<file path="src/rtl/sifh_pkg.sv">
package sifh_pkg;

    // bin address width, 16 bins by default
    localparam int BIN_W = 4;
    localparam int BIN_NUM = 1 << BIN_W;

    // widest pixel index the struct fields can carry
    localparam int PIX_W = 5;

    // histogram counter width
    // counts saturate at all ones
    localparam int COUNT_W = 4;

    // sequencer states
    // idle only until the first hit after reset
    // frame_end holds from the last hit of a frame to the next hit
    typedef enum logic [1:0] {
        SEQ_IDLE      = 2'b00,
        SEQ_COUNT     = 2'b01,
        SEQ_FRAME_END = 2'b10
    } seq_state_e;

    // hit tagged with its pixel
    // last marks the final hit of a frame
    typedef struct packed {
        logic [BIN_W-1:0] bin;
        logic [PIX_W-1:0] pixel;
        logic             last;
    } tagged_hit_t;

    // read-and-clear address into the idle bank
    typedef struct packed {
        logic [PIX_W-1:0] pixel;
        logic [BIN_W-1:0] bin;
    } bin_addr_t;

    // one counter word, used on the read port and the output stream
    typedef struct packed {
        logic [PIX_W-1:0]   pixel;
        logic [BIN_W-1:0]   bin;
        logic [COUNT_W-1:0] count;
    } bin_word_t;

endpackage

</file>
<file path="src/rtl/his_accumulator.sv">
`timescale 1ns/1ps

module his_accumulator
    import sifh_pkg::*;
#(
    parameter int PIXEL_NUM = 4
) (
    input  logic        clk,
    input  logic        res,
    input  logic        tag_valid,
    input  tagged_hit_t tag,
    input  logic        rd_en,
    input  bin_addr_t   rd_addr,
    output bin_word_t   rd_data,
    output logic        swap,
    output logic        his_num
);

    localparam int DEPTH = PIXEL_NUM * BIN_NUM;
    localparam int AW = (DEPTH > 1) ? $clog2(DEPTH) : 1;
    localparam logic [COUNT_W-1:0] COUNT_MAX = '1;

    // two banks, his_num picks the one being filled
    logic [COUNT_W-1:0] bank_mem [2][DEPTH];

    logic [AW-1:0]      hit_addr;
    logic [AW-1:0]      clr_addr;
    logic [COUNT_W-1:0] hit_cur;
    logic [COUNT_W-1:0] hit_next;

    // write stage of the read-modify-write
    logic               wr_valid;
    logic               wr_bank;
    logic [AW-1:0]      wr_addr;
    logic [COUNT_W-1:0] wr_count;

    // bank under readout, latched on swap
    logic rd_bank;

    // bin count is a power of two, so pixel-major order is a plain concatenation
    assign hit_addr = AW'({tag.pixel, tag.bin});
    assign clr_addr = AW'({rd_addr.pixel, rd_addr.bin});

    always_comb begin
        // hit still sitting in the write stage
        if (wr_valid && wr_bank == his_num && wr_addr == hit_addr) begin
            hit_cur = wr_count;
        // location cleared by the readout this very cycle
        end else if (rd_en && rd_bank == his_num && clr_addr == hit_addr) begin
            hit_cur = '0;
        end else begin
            hit_cur = bank_mem[his_num][hit_addr];
        end
    end

    // saturating increment
    assign hit_next = (hit_cur == COUNT_MAX) ? hit_cur : hit_cur + 1'b1;

    always_ff @(posedge clk or negedge res) begin
        if (!res) begin
            wr_valid <= 1'b0;
            swap     <= 1'b0;
            his_num  <= 1'b0;
            rd_bank  <= 1'b1;
        end else begin
            wr_valid <= tag_valid;
            // swap rides along with the write of the last hit
            swap     <= tag_valid && tag.last;
            if (tag_valid && tag.last) begin
                his_num <= ~his_num;
            end
            // finished bank goes to the readout
            if (swap) begin
                rd_bank <= ~his_num;
            end
        end
    end

    // bank of the hit travels with it, his_num may flip meanwhile
    always_ff @(posedge clk) begin
        if (tag_valid) begin
            wr_bank  <= his_num;
            wr_addr  <= hit_addr;
            wr_count <= hit_next;
        end
    end

    always_ff @(posedge clk or negedge res) begin
        if (!res) begin
            for (int b = 0; b < 2; b++) begin
                for (int i = 0; i < DEPTH; i++) begin
                    bank_mem[b][i] <= '0;
                end
            end
        end else begin
            if (wr_valid) begin
                bank_mem[wr_bank][wr_addr] <= wr_count;
            end
            // read and clear in one go
            if (rd_en) begin
                bank_mem[rd_bank][clr_addr] <= '0;
            end
        end
    end

    always_ff @(posedge clk) begin
        if (rd_en) begin
            rd_data.pixel <= rd_addr.pixel;
            rd_data.bin   <= rd_addr.bin;
            rd_data.count <= bank_mem[rd_bank][clr_addr];
        end
    end

    // rd_bank may only flip under the final read of a sweep
    a_swap_rd: assert property (@(posedge clk) disable iff (!res)
        swap |-> !rd_en || clr_addr == AW'(DEPTH - 1));

    // hit writes and clears never share a bank
    a_bank_split: assert property (@(posedge clk) disable iff (!res)
        wr_valid && rd_en |-> wr_bank != rd_bank);

endmodule

</file>
<file path="src/rtl/his_builder_top.sv">
`timescale 1ns/1ps

module his_builder_top
    import sifh_pkg::*;
#(
    parameter int PIXEL_NUM = 4,
    parameter int DATA_NUM  = 2,
    parameter int ACQ_NUM   = 8
) (
    input  logic             clk,
    input  logic             res,
    input  logic             hit_valid,
    input  logic [BIN_W-1:0] hit_bin,
    output logic             out_valid,
    output bin_word_t        out_word,
    output logic             frame_done,
    output logic             his_num
);

    // sequencer to accumulator
    logic        tag_valid;
    tagged_hit_t tag;

    // accumulator and readout handshake
    logic      swap;
    logic      rd_en;
    bin_addr_t rd_addr;
    bin_word_t rd_data;

    his_sequencer #(
        .PIXEL_NUM (PIXEL_NUM),
        .DATA_NUM  (DATA_NUM),
        .ACQ_NUM   (ACQ_NUM)
    ) seq0 (
        .clk       (clk),
        .res       (res),
        .hit_valid (hit_valid),
        .hit_bin   (hit_bin),
        .tag_valid (tag_valid),
        .tag       (tag)
    );

    his_accumulator #(
        .PIXEL_NUM (PIXEL_NUM)
    ) acc0 (
        .clk       (clk),
        .res       (res),
        .tag_valid (tag_valid),
        .tag       (tag),
        .rd_en     (rd_en),
        .rd_addr   (rd_addr),
        .rd_data   (rd_data),
        .swap      (swap),
        .his_num   (his_num)
    );

    his_readout #(
        .PIXEL_NUM (PIXEL_NUM)
    ) rdo0 (
        .clk        (clk),
        .res        (res),
        .swap       (swap),
        .rd_en      (rd_en),
        .rd_addr    (rd_addr),
        .rd_data    (rd_data),
        .out_valid  (out_valid),
        .out_word   (out_word),
        .frame_done (frame_done)
    );

endmodule

</file>
<file path="src/rtl/his_readout.sv">
`timescale 1ns/1ps

module his_readout
    import sifh_pkg::*;
#(
    parameter int PIXEL_NUM = 4
) (
    input  logic      clk,
    input  logic      res,
    input  logic      swap,
    output logic      rd_en,
    output bin_addr_t rd_addr,
    input  bin_word_t rd_data,
    output logic      out_valid,
    output bin_word_t out_word,
    output logic      frame_done
);

    // read in flight, and whether it is the last one of the sweep
    logic rd_pend;
    logic last_pend;
    logic rd_final;

    assign rd_final = rd_en && rd_addr.pixel == PIX_W'(PIXEL_NUM - 1) && (&rd_addr.bin);

    always_ff @(posedge clk or negedge res) begin
        if (!res) begin
            rd_en      <= 1'b0;
            rd_addr    <= '0;
            rd_pend    <= 1'b0;
            last_pend  <= 1'b0;
            out_valid  <= 1'b0;
            frame_done <= 1'b0;
        end else begin
            rd_pend    <= rd_en;
            last_pend  <= rd_final;
            out_valid  <= rd_pend;
            frame_done <= last_pend;
            // swap cycle arms the sweep, reads start on the next one
            if (swap) begin
                rd_en   <= 1'b1;
                rd_addr <= '0;
            end else if (rd_final) begin
                rd_en   <= 1'b0;
                rd_addr <= '0;
            end else if (rd_en) begin
                // bins ascending within a pixel
                if (&rd_addr.bin) begin
                    rd_addr.bin   <= '0;
                    rd_addr.pixel <= rd_addr.pixel + 1'b1;
                end else begin
                    rd_addr.bin <= rd_addr.bin + 1'b1;
                end
            end
        end
    end

    // word lines up with the delayed valid
    always_ff @(posedge clk) begin
        if (rd_pend) begin
            out_word <= rd_data;
        end
    end

    // next swap may only meet the final read of a sweep
    a_swap_busy: assert property (@(posedge clk) disable iff (!res)
        swap |-> !rd_en || rd_final);

endmodule

</file>
<file path="src/rtl/his_sequencer.sv">
`timescale 1ns/1ps

module his_sequencer
    import sifh_pkg::*;
#(
    parameter int PIXEL_NUM = 4,
    parameter int DATA_NUM  = 2,
    parameter int ACQ_NUM   = 8
) (
    input  logic             clk,
    input  logic             res,
    input  logic             hit_valid,
    input  logic [BIN_W-1:0] hit_bin,
    output logic             tag_valid,
    output tagged_hit_t      tag
);

    localparam int IN_W  = (DATA_NUM > 1) ? $clog2(DATA_NUM) : 1;
    localparam int ACQ_W = (ACQ_NUM > 1) ? $clog2(ACQ_NUM) : 1;

    // hits within a pixel, pixels within an acquisition, acquisitions within a frame
    logic [IN_W-1:0]  in_cnt;
    logic [PIX_W-1:0] pix_cnt;
    logic [ACQ_W-1:0] acq_cnt;
    seq_state_e       state;

    logic in_wrap;
    logic pix_wrap;
    logic acq_wrap;
    logic frame_wrap;

    assign in_wrap    = (in_cnt == IN_W'(DATA_NUM - 1));
    assign pix_wrap   = (pix_cnt == PIX_W'(PIXEL_NUM - 1));
    assign acq_wrap   = (acq_cnt == ACQ_W'(ACQ_NUM - 1));
    // current hit closes the frame
    assign frame_wrap = in_wrap && pix_wrap && acq_wrap;

    always_ff @(posedge clk or negedge res) begin
        if (!res) begin
            tag_valid <= 1'b0;
            in_cnt    <= '0;
            pix_cnt   <= '0;
            acq_cnt   <= '0;
            state     <= SEQ_IDLE;
        end else begin
            tag_valid <= hit_valid;
            // only a sampled hit moves the counters
            if (hit_valid) begin
                state <= frame_wrap ? SEQ_FRAME_END : SEQ_COUNT;
                if (in_wrap) begin
                    in_cnt <= '0;
                    if (pix_wrap) begin
                        pix_cnt <= '0;
                        acq_cnt <= acq_wrap ? '0 : acq_cnt + 1'b1;
                    end else begin
                        pix_cnt <= pix_cnt + 1'b1;
                    end
                end else begin
                    in_cnt <= in_cnt + 1'b1;
                end
            end
        end
    end

    // stamp with the pixel index before it advances
    always_ff @(posedge clk) begin
        if (hit_valid) begin
            tag.bin   <= hit_bin;
            tag.pixel <= pix_cnt;
            tag.last  <= frame_wrap;
        end
    end

    // counters stay inside their ranges
    a_cnt_range: assert property (@(posedge clk) disable iff (!res)
        in_cnt < DATA_NUM && pix_cnt < PIXEL_NUM && acq_cnt < ACQ_NUM);

    // outside a frame all counters sit at zero
    a_idle_zero: assert property (@(posedge clk) disable iff (!res)
        state != SEQ_COUNT |-> in_cnt == '0 && pix_cnt == '0 && acq_cnt == '0);

    // a frame lasts at least as long as one readout sweep
    a_frame_len: assert property (@(posedge clk) disable iff (!res)
        DATA_NUM * ACQ_NUM >= BIN_NUM);

endmodule

</file>
<file path="config.mk">
export PLATFORM = sky130hd
export DESIGN_NAME = his_builder_top
export DESIGN_NICKNAME = d
export VERILOG_FILES = /design/src/rtl/sifh_pkg.sv /design/src/rtl/his_accumulator.sv /design/src/rtl/his_builder_top.sv /design/src/rtl/his_readout.sv /design/src/rtl/his_sequencer.sv
export SDC_FILE = /design/constraint.sdc
export NUM_CORES = 1
export LEC_CHECK = 0
export BUFFER_PORTS_ARGS = -buffer_cell sky130_fd_sc_hd__buf_2
export CORE_ASPECT_RATIO = 1.75
export CORE_MARGIN = 10
export CORE_UTILIZATION = 40
export DETAILED_ROUTE_END_ITERATION = 8
export HOLD_SLACK_MARGIN = 0.1
export PLACE_DENSITY = 0.64
export SLEW_MARGIN = 30
export SYNTH_ARGS = -nofsm -noshare
export SYNTH_HDL_FRONTEND = slang
export SYNTH_SLANG_ARGS = --single-unit
</file>
<file path="constraint.sdc">
create_clock -name clk -period 3.5 [get_ports clk]
set_input_delay 0.7 -clock clk [delete_from_list [all_inputs] [get_ports clk]]
set_output_delay 0.7 -clock clk [all_outputs]
set_load 0.01 [all_outputs]
</file>
# Word level (Yosys, flattened, before mapping)
# Index checks and enable logic that the tools add are counted.
# totals
register_bits	584
latch_bits	0
ramBits	0
romBits	0
output_inout_bits	16
word_cells	244
mem_count	0
# op_classes
addsub	6
n_mul	0
div_mod_pow	0
n_lt_le_gt_ge	10
n_eq_ne	8
n_shift	0
muxes	36
bitwise_logic	9
n_reduce_logical	20
# ops
cell	count
256-bit two-way mux	8
512-bit two-way mux	2
512-bit bitwise AND	1
512-bit bitwise mux	1
256-bit demux with 1-bit select	2
512-bit inverter	1
4-bit binary-select mux with 6-bit select	2
4-bit demux with 6-bit select	2
4-bit two-way mux	10
9-bit two-way mux	3
7-bit >= comparator, second input constant	3
6-bit inverter with 7-bit output	3
7-bit by 1-bit < comparator with 1-bit output, second input constant	2
1-bit logical AND	13
6-bit equality test	2
5-bit by 1-bit adder with 5-bit output, second input constant	2
5-bit by 2-bit equality test with 1-bit output, second input constant	2
5-bit two-way mux	2
4-bit by 1-bit adder with 4-bit output, second input constant	2
2-bit >= comparator, second input constant	3
1-bit inverter with 2-bit output	3
3-bit nonzero test	2
4-bit equality test, second input constant	1
2-bit by 1-bit < comparator with 1-bit output, second input constant	2
other kinds (11)	15

# Depth between registers and ports, before layout
# Gate-level depths: netlist of the first run.
# depth
word_depth	11
mapped_depth	14
depth_no_buf	10

# Modules after synthesis
# Synthesis of the first run repeated with hierarchy kept, for this count alone.
# unflattened
hier_cells	3419
area_unflattened_um2	33397.0
# by_module_without_submodules
mod	n_inst	cells_each	area_per_inst_um2	seq_area_each_um2
his_accumulator	1	3304	31640.3	13634.3
his_readout	1	68	1007.2	740.7
his_sequencer	1	47	749.5	550.5

# Worst setup path after synthesis of the first run
# Ideal clock, no wire load.
# synth_timing
path_type	reg2reg
from	register acc0.his_num
to	register acc0.wr_count[1] (data pin)
t_arrival_ps	3083
required_ps	3238
slack_ps	155
path_stages_with_launch	12
synth_period_minus_slack_ps	3345
path_cell_list	dfrtp_1 -> buf_6 -> buf_6 -> mux4_2 -> mux4_2 -> mux2_2 -> a32oi_1 -> o31a_1 -> inv_1 -> ha_1 -> and3_1 -> mux2_1
# synth_via
elab_chain_cells	11
# synth_lines
item	line	text
from (decl)	his_accumulator.sv:16	output logic his_num
from (signal assigned)	his_accumulator.sv:70	his_num <= ~his_num;
1-bit inverter with 2-bit output (implied by the code)	his_accumulator.sv:52	hit_cur = bank_mem[his_num][hit_addr];
256-bit two-way mux (implied by the code) (3 in series)	his_accumulator.sv:52	
4-bit binary-select mux with 6-bit select	his_accumulator.sv:52	
4-bit two-way mux (implied by the code) (2 in series)	his_accumulator.sv:52	
4-bit two-way mux	his_accumulator.sv:49	end else if (rd_en && rd_bank == his_num && clr_addr == hit_addr) begin
4-bit two-way mux *	his_accumulator.sv:46	if (wr_valid && wr_bank == his_num && wr_addr == hit_addr) begin
4-bit by 1-bit adder with 4-bit output / 4-bit equality test (equally long branches)	his_accumulator.sv:57	assign hit_next = (hit_cur == COUNT_MAX) ? hit_cur : hit_cur + 1'b1;
4-bit two-way mux *	his_accumulator.sv:57	
net acc0.hit_next[1]	his_accumulator.sv:29	logic [COUNT_W-1:0] hit_next;
to (signal assigned)	his_accumulator.sv:84	wr_count <= hit_next;
to (decl)	his_accumulator.sv:35	logic [COUNT_W-1:0] wr_count;
# The timed path passes the listed nets; every way through them passes the cells marked *. The select of a mux whose other input is x is not followed.
# A chain may end at the register's enable or synchronous reset.

# Worst setup path after layout of the first run
# Same ends and word-level chain as after synthesis.

==> run metrics, run 1 <==
overall power=~27 mW; internal power=16.70 mW; Die ar.=around 0.096 mm²; register area share after synthesis=0.4453; via/cell ratio=6.486; grt ovf=0; Hold Fails Final Rpt=0; die height=between 400 and 500 µm; TritonCTS Buffers=54; DR vias=between 20000 and 30000; minimum clock period=3.456 ns; max-slew violations=0; Worst Path Required=3.90 ns; Worst Skew=0.01366 ns; distinct cell type count after synthesis=63; Comb pwr share=0.399; Crit Path Max Fanout=13; Worst path most repeated cell=buf_4; total wire length=130.7 mm; Post-synth EDFFs=44; Rows=140; H-tree Lvls=2; Slew @ Worst Pin=1.081 ns; peak supply drop=0.5787 mV; gr usage total=0.2686; Syn Nets=3510; number of stages on the worst setup path=12; CTS root buffer=clkbuf_16; Area growth syn-to-layout=13.08%; Initial DRT Pass Iterations=6; first-pass GRT wire length=193.5 mm; placed cell area=0.03555 mm²; synthesized area per cell=~9.5 µm²; Switching Power=10.76 mW; Slew headroom=0.2794; FF-to-FF Start=acc0.his_num$_DFFE_PN0P_; antenna diode count=0; Die Width=between 200 and 250 µm; Critical path origin=acc0.his_num$_DFFE_PN0P_; # fillers=7812; Reg clk slew, reported paths=roughly 0.070 ns; Synth Instances=3494; Pleak=15.06 nW; Worst Reg-to-Reg Cells=12; Clock power frac=0.241; cell area after layout=0.03767 mm²; synthesized cell area=0.03331 mm²; FF-to-FF End=acc0.wr_count[1]$_DFFE_PP_; CTS max path bufs=3; worst hold path class=input port to register; Critical path destination=acc0.wr_count[1]$_DFFE_PP_; status=finished clean; Power Density=~730 mW/mm²; vias in the first global route=29850; global placement routability congestion=0.9737; wire per inst=28.44 µm; I/O pin count=23; R2R Setup Slk=0.04 ns; WS Path Type=register to register; slowest library cell on the worst path=mux4_2; Seq pwr share=0.360; async set or reset register ratio after synthesis=0.9247; Setup TNS Final=0 ns; Yosys reg bits=584; # port buffers=22; worst path bufs/invs=4; placed cells=4479; predominant post-synthesis flop cell=dfrtp_1; Worst EP arrival=3.85 ns; Clock Latency Late Sink=0.65 ns; CP Cell Sequence=buf_12 -> buf_4 -> mux4_2 -> mux2_2 -> o22ai_1 -> nand2_1 -> o2111ai_1 -> buf_4 -> a32oi_1 -> buf_4 -> and3_1 -> mux2_1; post-route insts no fill=4597; Initial Util=0.4021; Setup crit start kind=register; switch share=0.3919; critical path's top delay family=multiplexers; CTS tree=done; sequential cell area=about 0.015 mm²; Critical Path Max Stage Delay=0.54 ns; Placement Setup Slack=-0.02595 ns; dpl hpwl=88.65 mm; Synth area leaders=dfrtp_1 (40%), mux4_2 (14%), a21oi_1 (7.8%); area leader, netlist=dfrtp_1; clock sink count=~580; maxcap violations=0; synth warn=0; Multi-input gate area=0.01718 mm²; RSZ-0062 raised after global routing=yes; antenna viol nets, final=0; crit end category=register; Final setup violation count=0; initial antenna violation count=3; Placeable Area=0.08285 mm²; fmax=289.4 MHz; Yosys top cell area share=0.4049; fin nets=~3500; initial drt markers=3157; DR DRC count=0; largest net degree at the start of global routing=129; share of post-route cells with drive strength above 1=0.1699; Final WS setup=0.04404 ns; Tcrit/Tclk final=0.9874
==> synthesized netlist by cell type (all sizes together) (42+ instances only) <==
cell type / instances
buf: 78
nand3: 87
o21ai: 444
edfxtp: 44
nor2: 318
mux4: 206
a21oi: 518
clkbuf: 236
mux2i: 173
o22ai: 42
nand2: 546
dfrtp: 539
==> registers in the layout, indices dropped and copies added (netlist names), 3 cells and up <==
register	flops
seq0.tag	7
rdo0.rd_addr	9
acc0.wr_addr	6
rdo0.out_word	13
seq0.acq_cnt	3
acc0.rd_data	13
acc0.bank_mem	512
acc0.wr_count	4
seq0.pix_cnt	5
==> power by group through the flow <==
stage	clock network, mW	logic (mW)	registers [mW]
2_1_floorplan	0	6.77	9.16
3_3_place_gp	0	10.3	9.95
3_5_place_dp	0	10.4	9.99
4_1_cts	6.64	10.4	9.88
5_1_grt	6.89	11.4	10.0
6_report	6.61	11.0	9.89
==> layer usage <==
layer	vias up	global-route usage	wire length [µm]
met5	-	0	23
met4	4	0.2547	14260
met3	637	0.05284	10410
met2	1655	0.4408	63020
met1	14900	0.2855	43040
li1	12620	-	-
==> cell families (layout without fill, tap and decap cells) <==
logic type | count (synthesis) | after routing | share of synthesized area
AO/OA/AOI/OAI | 1097 | 1097 | 0.1755
AND/OR/NAND/NOR | 1053 | 1053 | 0.1302
flip-flops | 584 | 584 | 0.4453
multiplexers | 399 | 399 | 0.1980
buffers and inverters | 329 | 367 | 0.04154
XOR/XNOR | 23 | 23 | 0.006047
adder cells (fa/ha/maj) | 9 | 9 | 0.003380
==> cell type report <==
| type | count | area share |
|---|---|---|
| inverters | 15 | 0.001495 |
| clock buffers | 72 | 0.04009 |
| repair buffers | 251 | 0.06191 |
| clock inverters | 29 | 0.01089 |
| well taps | 1065 | 0.03537 |
| flip-flops and latches | 584 | 0.3942 |
| multi-input cells | 2581 | 0.4560 |
==> worst reg2reg max path: stages (launching register included) <==
cell       delay (ns)
dfrtp_4          0.48
buf_12           0.19
buf_4            0.25
mux4_2           0.54
mux2_2           0.37
o22ai_1          0.15
nand2_1          0.07
o2111ai_1        0.19
buf_4            0.19
a32oi_1          0.12
buf_4            0.17
and3_1           0.20
mux2_1           0.31
==> worst min-delay path by stage <==
stage,startpoint,to,slack [ns],cells past startpoint
detailed placement,rdo0.last_pend$_DFF_PN0_,rdo0.frame_done$_DFF_PN0_,0.34,0
finish,hit_bin[0],seq0.tag[6]$_DFFE_PP_,0.23,1
CTS,hit_bin[0],seq0.tag[6]$_DFFE_PP_,0.23,1
global route,hit_bin[0],seq0.tag[6]$_DFFE_PP_,0.22,1
global placement,rdo0.last_pend$_DFF_PN0_,rdo0.frame_done$_DFF_PN0_,0.34,0
floorplan,rdo0.last_pend$_DFF_PN0_,rdo0.frame_done$_DFF_PN0_,0.33,0
==> repair_timing <==
action,in CTS,in global routing
endpoints found under the setup margin,2,5
endpoints found under the hold margin,48,0
setup buffers,0,16
gates resized for setup,3,10
hold buffers,1,0
==> cells in the final DEF, fill, tap and decap left out, types with 7 or more instances in the layout <==
cell / n
a211oi_1: 8
nor2_1: 318
mux4_2: 206
dfrtp_1: 534
clkbuf_8: 7
buf_4: 188
nand3b_1: 7
mux2i_1: 173
nand3_1: 86
inv_1: 14
edfxtp_1: 44
nor3_1: 12
nand4_1: 14
nand2b_1: 8
nor2b_1: 10
buf_12: 37
buf_2: 21
nand2_1: 546
mux2_2: 18
clkinv_2: 11
and2_1: 8
clkbuf_16: 55
ha_1: 9
xnor2_1: 18
o22ai_1: 41
bufinv_16: 10
o221ai_1: 17
clkbuf_1: 10
o21ai_0: 444
or2_2: 10
a22oi_1: 13
a21oi_1: 518
==> stage by stage <==
step | hold WS, ns | utilization
floorplan | 0.3312 | -
global placement | 0.3436 | 0.4289
detailed placement | 0.3358 | 0.4290
CTS | 0.2290 | 0.4524
global route | 0.2218 | 0.4547
finish | 0.2268 | 0.4547
(Power assumes the default switching activity.)
==> run 2: changes to the inputs <==
RECOVER_POWER = 100   (was unset)
==> run 2 against run 1 <==
Compared with the run above: the run now ends with capacitance limit, slew limit, setup timing left; sequential power hardly changed; global-route usage is the same; wire length is essentially flat; maximum frequency decreased by 3.1%; sequential cell count unchanged; clock skew increased by 0.0013 ns; largest cell class unchanged.
==> run metrics, run 2 (synthesis gave the netlist of run 1 again) <==
status=complete, but fails checks; failing checks=capacitance limit, slew limit, setup timing; overall power=27.40 mW; Worst Path Required=4.00 ns; fin nets=3503; global placement routability congestion=just under 1; H-tree Lvls=2; final hold slack=0.2326 ns; CP Cell Sequence=clkbuf_1 -> and2_0 -> nand2b_1 -> buf_4 -> o221ai_1 -> a21oi_1 -> o21ai_0 -> a32oi_1 -> a21oi_1; Placement Setup Slack=-0.02595 ns; CTS root buffer=clkbuf_16; critical path's top delay family=compound AO/OA/AOI/OAI gates; DR vias=between 20000 and 30000; minimum clock period=3.567 ns; post-route insts no fill=4598; initial drt markers=3168; Clock Latency Late Sink=around 0.65 ns; initial antenna violation count=3; Die ar.=0.09568 mm²; Hold Fails Final Rpt=0; sink of the worst hold path=seq0.tag[6]$_DFFE_PP_; Placeable Area=0.08285 mm²; Final setup violation count=3; dpl hpwl=approximately 90 mm; vias in the first global route=29850; Tcrit/Tclk final=1.019; hold depth=1; Pleak=14.94 nW; Critical Path Max Stage Delay=0.67 ns; Reg clk slew, reported paths=0.07 ns; crit end category=register; Slew headroom=-0.3982; CTS tree=done; post-layout util=0.4532; clock sink count=between 500 and 600; Final WS setup=-0.06683 ns; FF-to-FF Start=rdo0.rd_addr[1]$_DFFE_PN0P_; R2R Setup Slk=-0.07 ns; Worst EP arrival=4.06 ns; gr usage total=0.2686; commonest non-fill, non-tap cell in the layout=nand2_1; I/O pin count=23; Initial DRT Pass Iterations=6; Setup crit start kind=register; fmax=280.4 MHz; Hold Startpoint=hit_bin[0]; Power Density=about 730 mW/mm²; DR DRC count=0; RSZ-0062 raised after global routing=yes; Crit Path Max Fanout=9; first-pass GRT wire length=193.5 mm; peak supply drop=0.5826 mV; Worst Reg-to-Reg Cells=9; total wire length=130.7 mm; largest net degree at the start of global routing=between 100 and 150; CTS max path bufs=3; FF-to-FF End=acc0.rd_data[3]$_DFFE_PP_; # fillers=7832; worst hold path class=input port to register; Largest Register=acc0.bank_mem; # port buffers=22; Initial Util=0.4021; Rows=140; max-slew violations=62; Worst path most repeated cell=a21oi_1; antenna viol nets, final=0; most frequent cells in the layout=nand2_1 (546), dfrtp_1 (535), a21oi_1 (518); Die Width=238.2 µm; TritonCTS Buffers=54; Slew @ Worst Pin=2.097 ns; Top Registers=acc0.bank_mem x512, acc0.rd_data x13, rdo0.out_word x13; maxcap violations=1; via/cell ratio=6.484; Worst Skew=0.01498 ns; share of post-route cells with drive strength above 1=0.1605; Area growth syn-to-layout=12.71%; placed cells=4479; max FFs per register=512; die height=about 400 µm; wire per inst=28.42 µm; slowest library cell on the worst path=and2_0; WS Path Type=register to register; worst path bufs/invs=2; grt ovf=0
==> run 2: changes by cell type in the layout (fill, tap and decap cells not counted), sizes merged <==
| cell | delta |
|---|---|
| clkbuf | +37 |
| diode | +1 |
| buf | -37 |
==> run 2: final cells by class <==
cell class                 instances  area (µm²)  share of cell area
sequential                       584       14850              0.3955
clock buffer                      72        1510             0.04022
timing repair buffer             251        2213             0.05895
antenna                            1       2.502          0.00006664
multi-input combinational       2581       17170              0.4574
clock inverter                    29       410.4             0.01093
tap                             1065        1333             0.03549
inverter                          15       56.30            0.001500
==> run 2: repair_timing <==
item / 4_1_cts / 5_1_grt
hold buffers: 1 / 0
setup endpoints to repair: 2 / 5
cloned: 0 / 0
setup buffers: 0 / 16
gates resized for setup: 3 / 10
endpoints found under the hold margin: 48 / 0
==> run 2: through the flow <==
stage | TNS [ns] | cell area (µm²)
after CTS | 0 | 37480
final | -0.1380 | 37550
after detailed placement | -0.04074 | 35550
after global routing | -0.1945 | 37550
after floorplan | 0 | 33310
after global placement | -0.1052 | 35540
==> run 2: how the worst max path moves through the flow <==
stage                                      startpoint                          to  slack, ns  cells after the start
after CTS                    acc0.his_num$_DFFE_PN0P_  acc0.wr_count[1]$_DFFE_PP_       0.06                      9
after floorplan              acc0.his_num$_DFFE_PN0P_  acc0.wr_count[1]$_DFFE_PP_       0.15                     11
after global routing      rdo0.rd_addr[1]$_DFFE_PN0P_   acc0.rd_data[2]$_DFFE_PP_      -0.04                     10
after global placement       acc0.his_num$_DFFE_PN0P_  acc0.wr_count[1]$_DFFE_PP_      -0.07                      9
final                     rdo0.rd_addr[1]$_DFFE_PN0P_   acc0.rd_data[3]$_DFFE_PP_      -0.07                      9
after detailed placement     acc0.rd_bank$_DFFE_PN1P_   acc0.rd_data[1]$_DFFE_PP_      -0.03                      8
==> run 2: report_power, final <==
group          total (mW)  internal (mW)  switching (mW)
combinational        10.9           4.51            6.39
sequential           9.89           8.36            1.53
clock                6.62           3.77            2.84
==> run 2: metal layers <==
layer / routed length [µm] / up-vias / part of all wire / track usage
met3: 10130 / 616 / 0.078 / 0.05284
met2: 63060 / 1608 / 0.48 / 0.4408
met5: 11 / - / 0.000084 / 0
met4: 14050 / 2 / 0.11 / 0.2547
met1: 43410 / 14950 / 0.33 / 0.2855
li1: - / 12640 / - / -
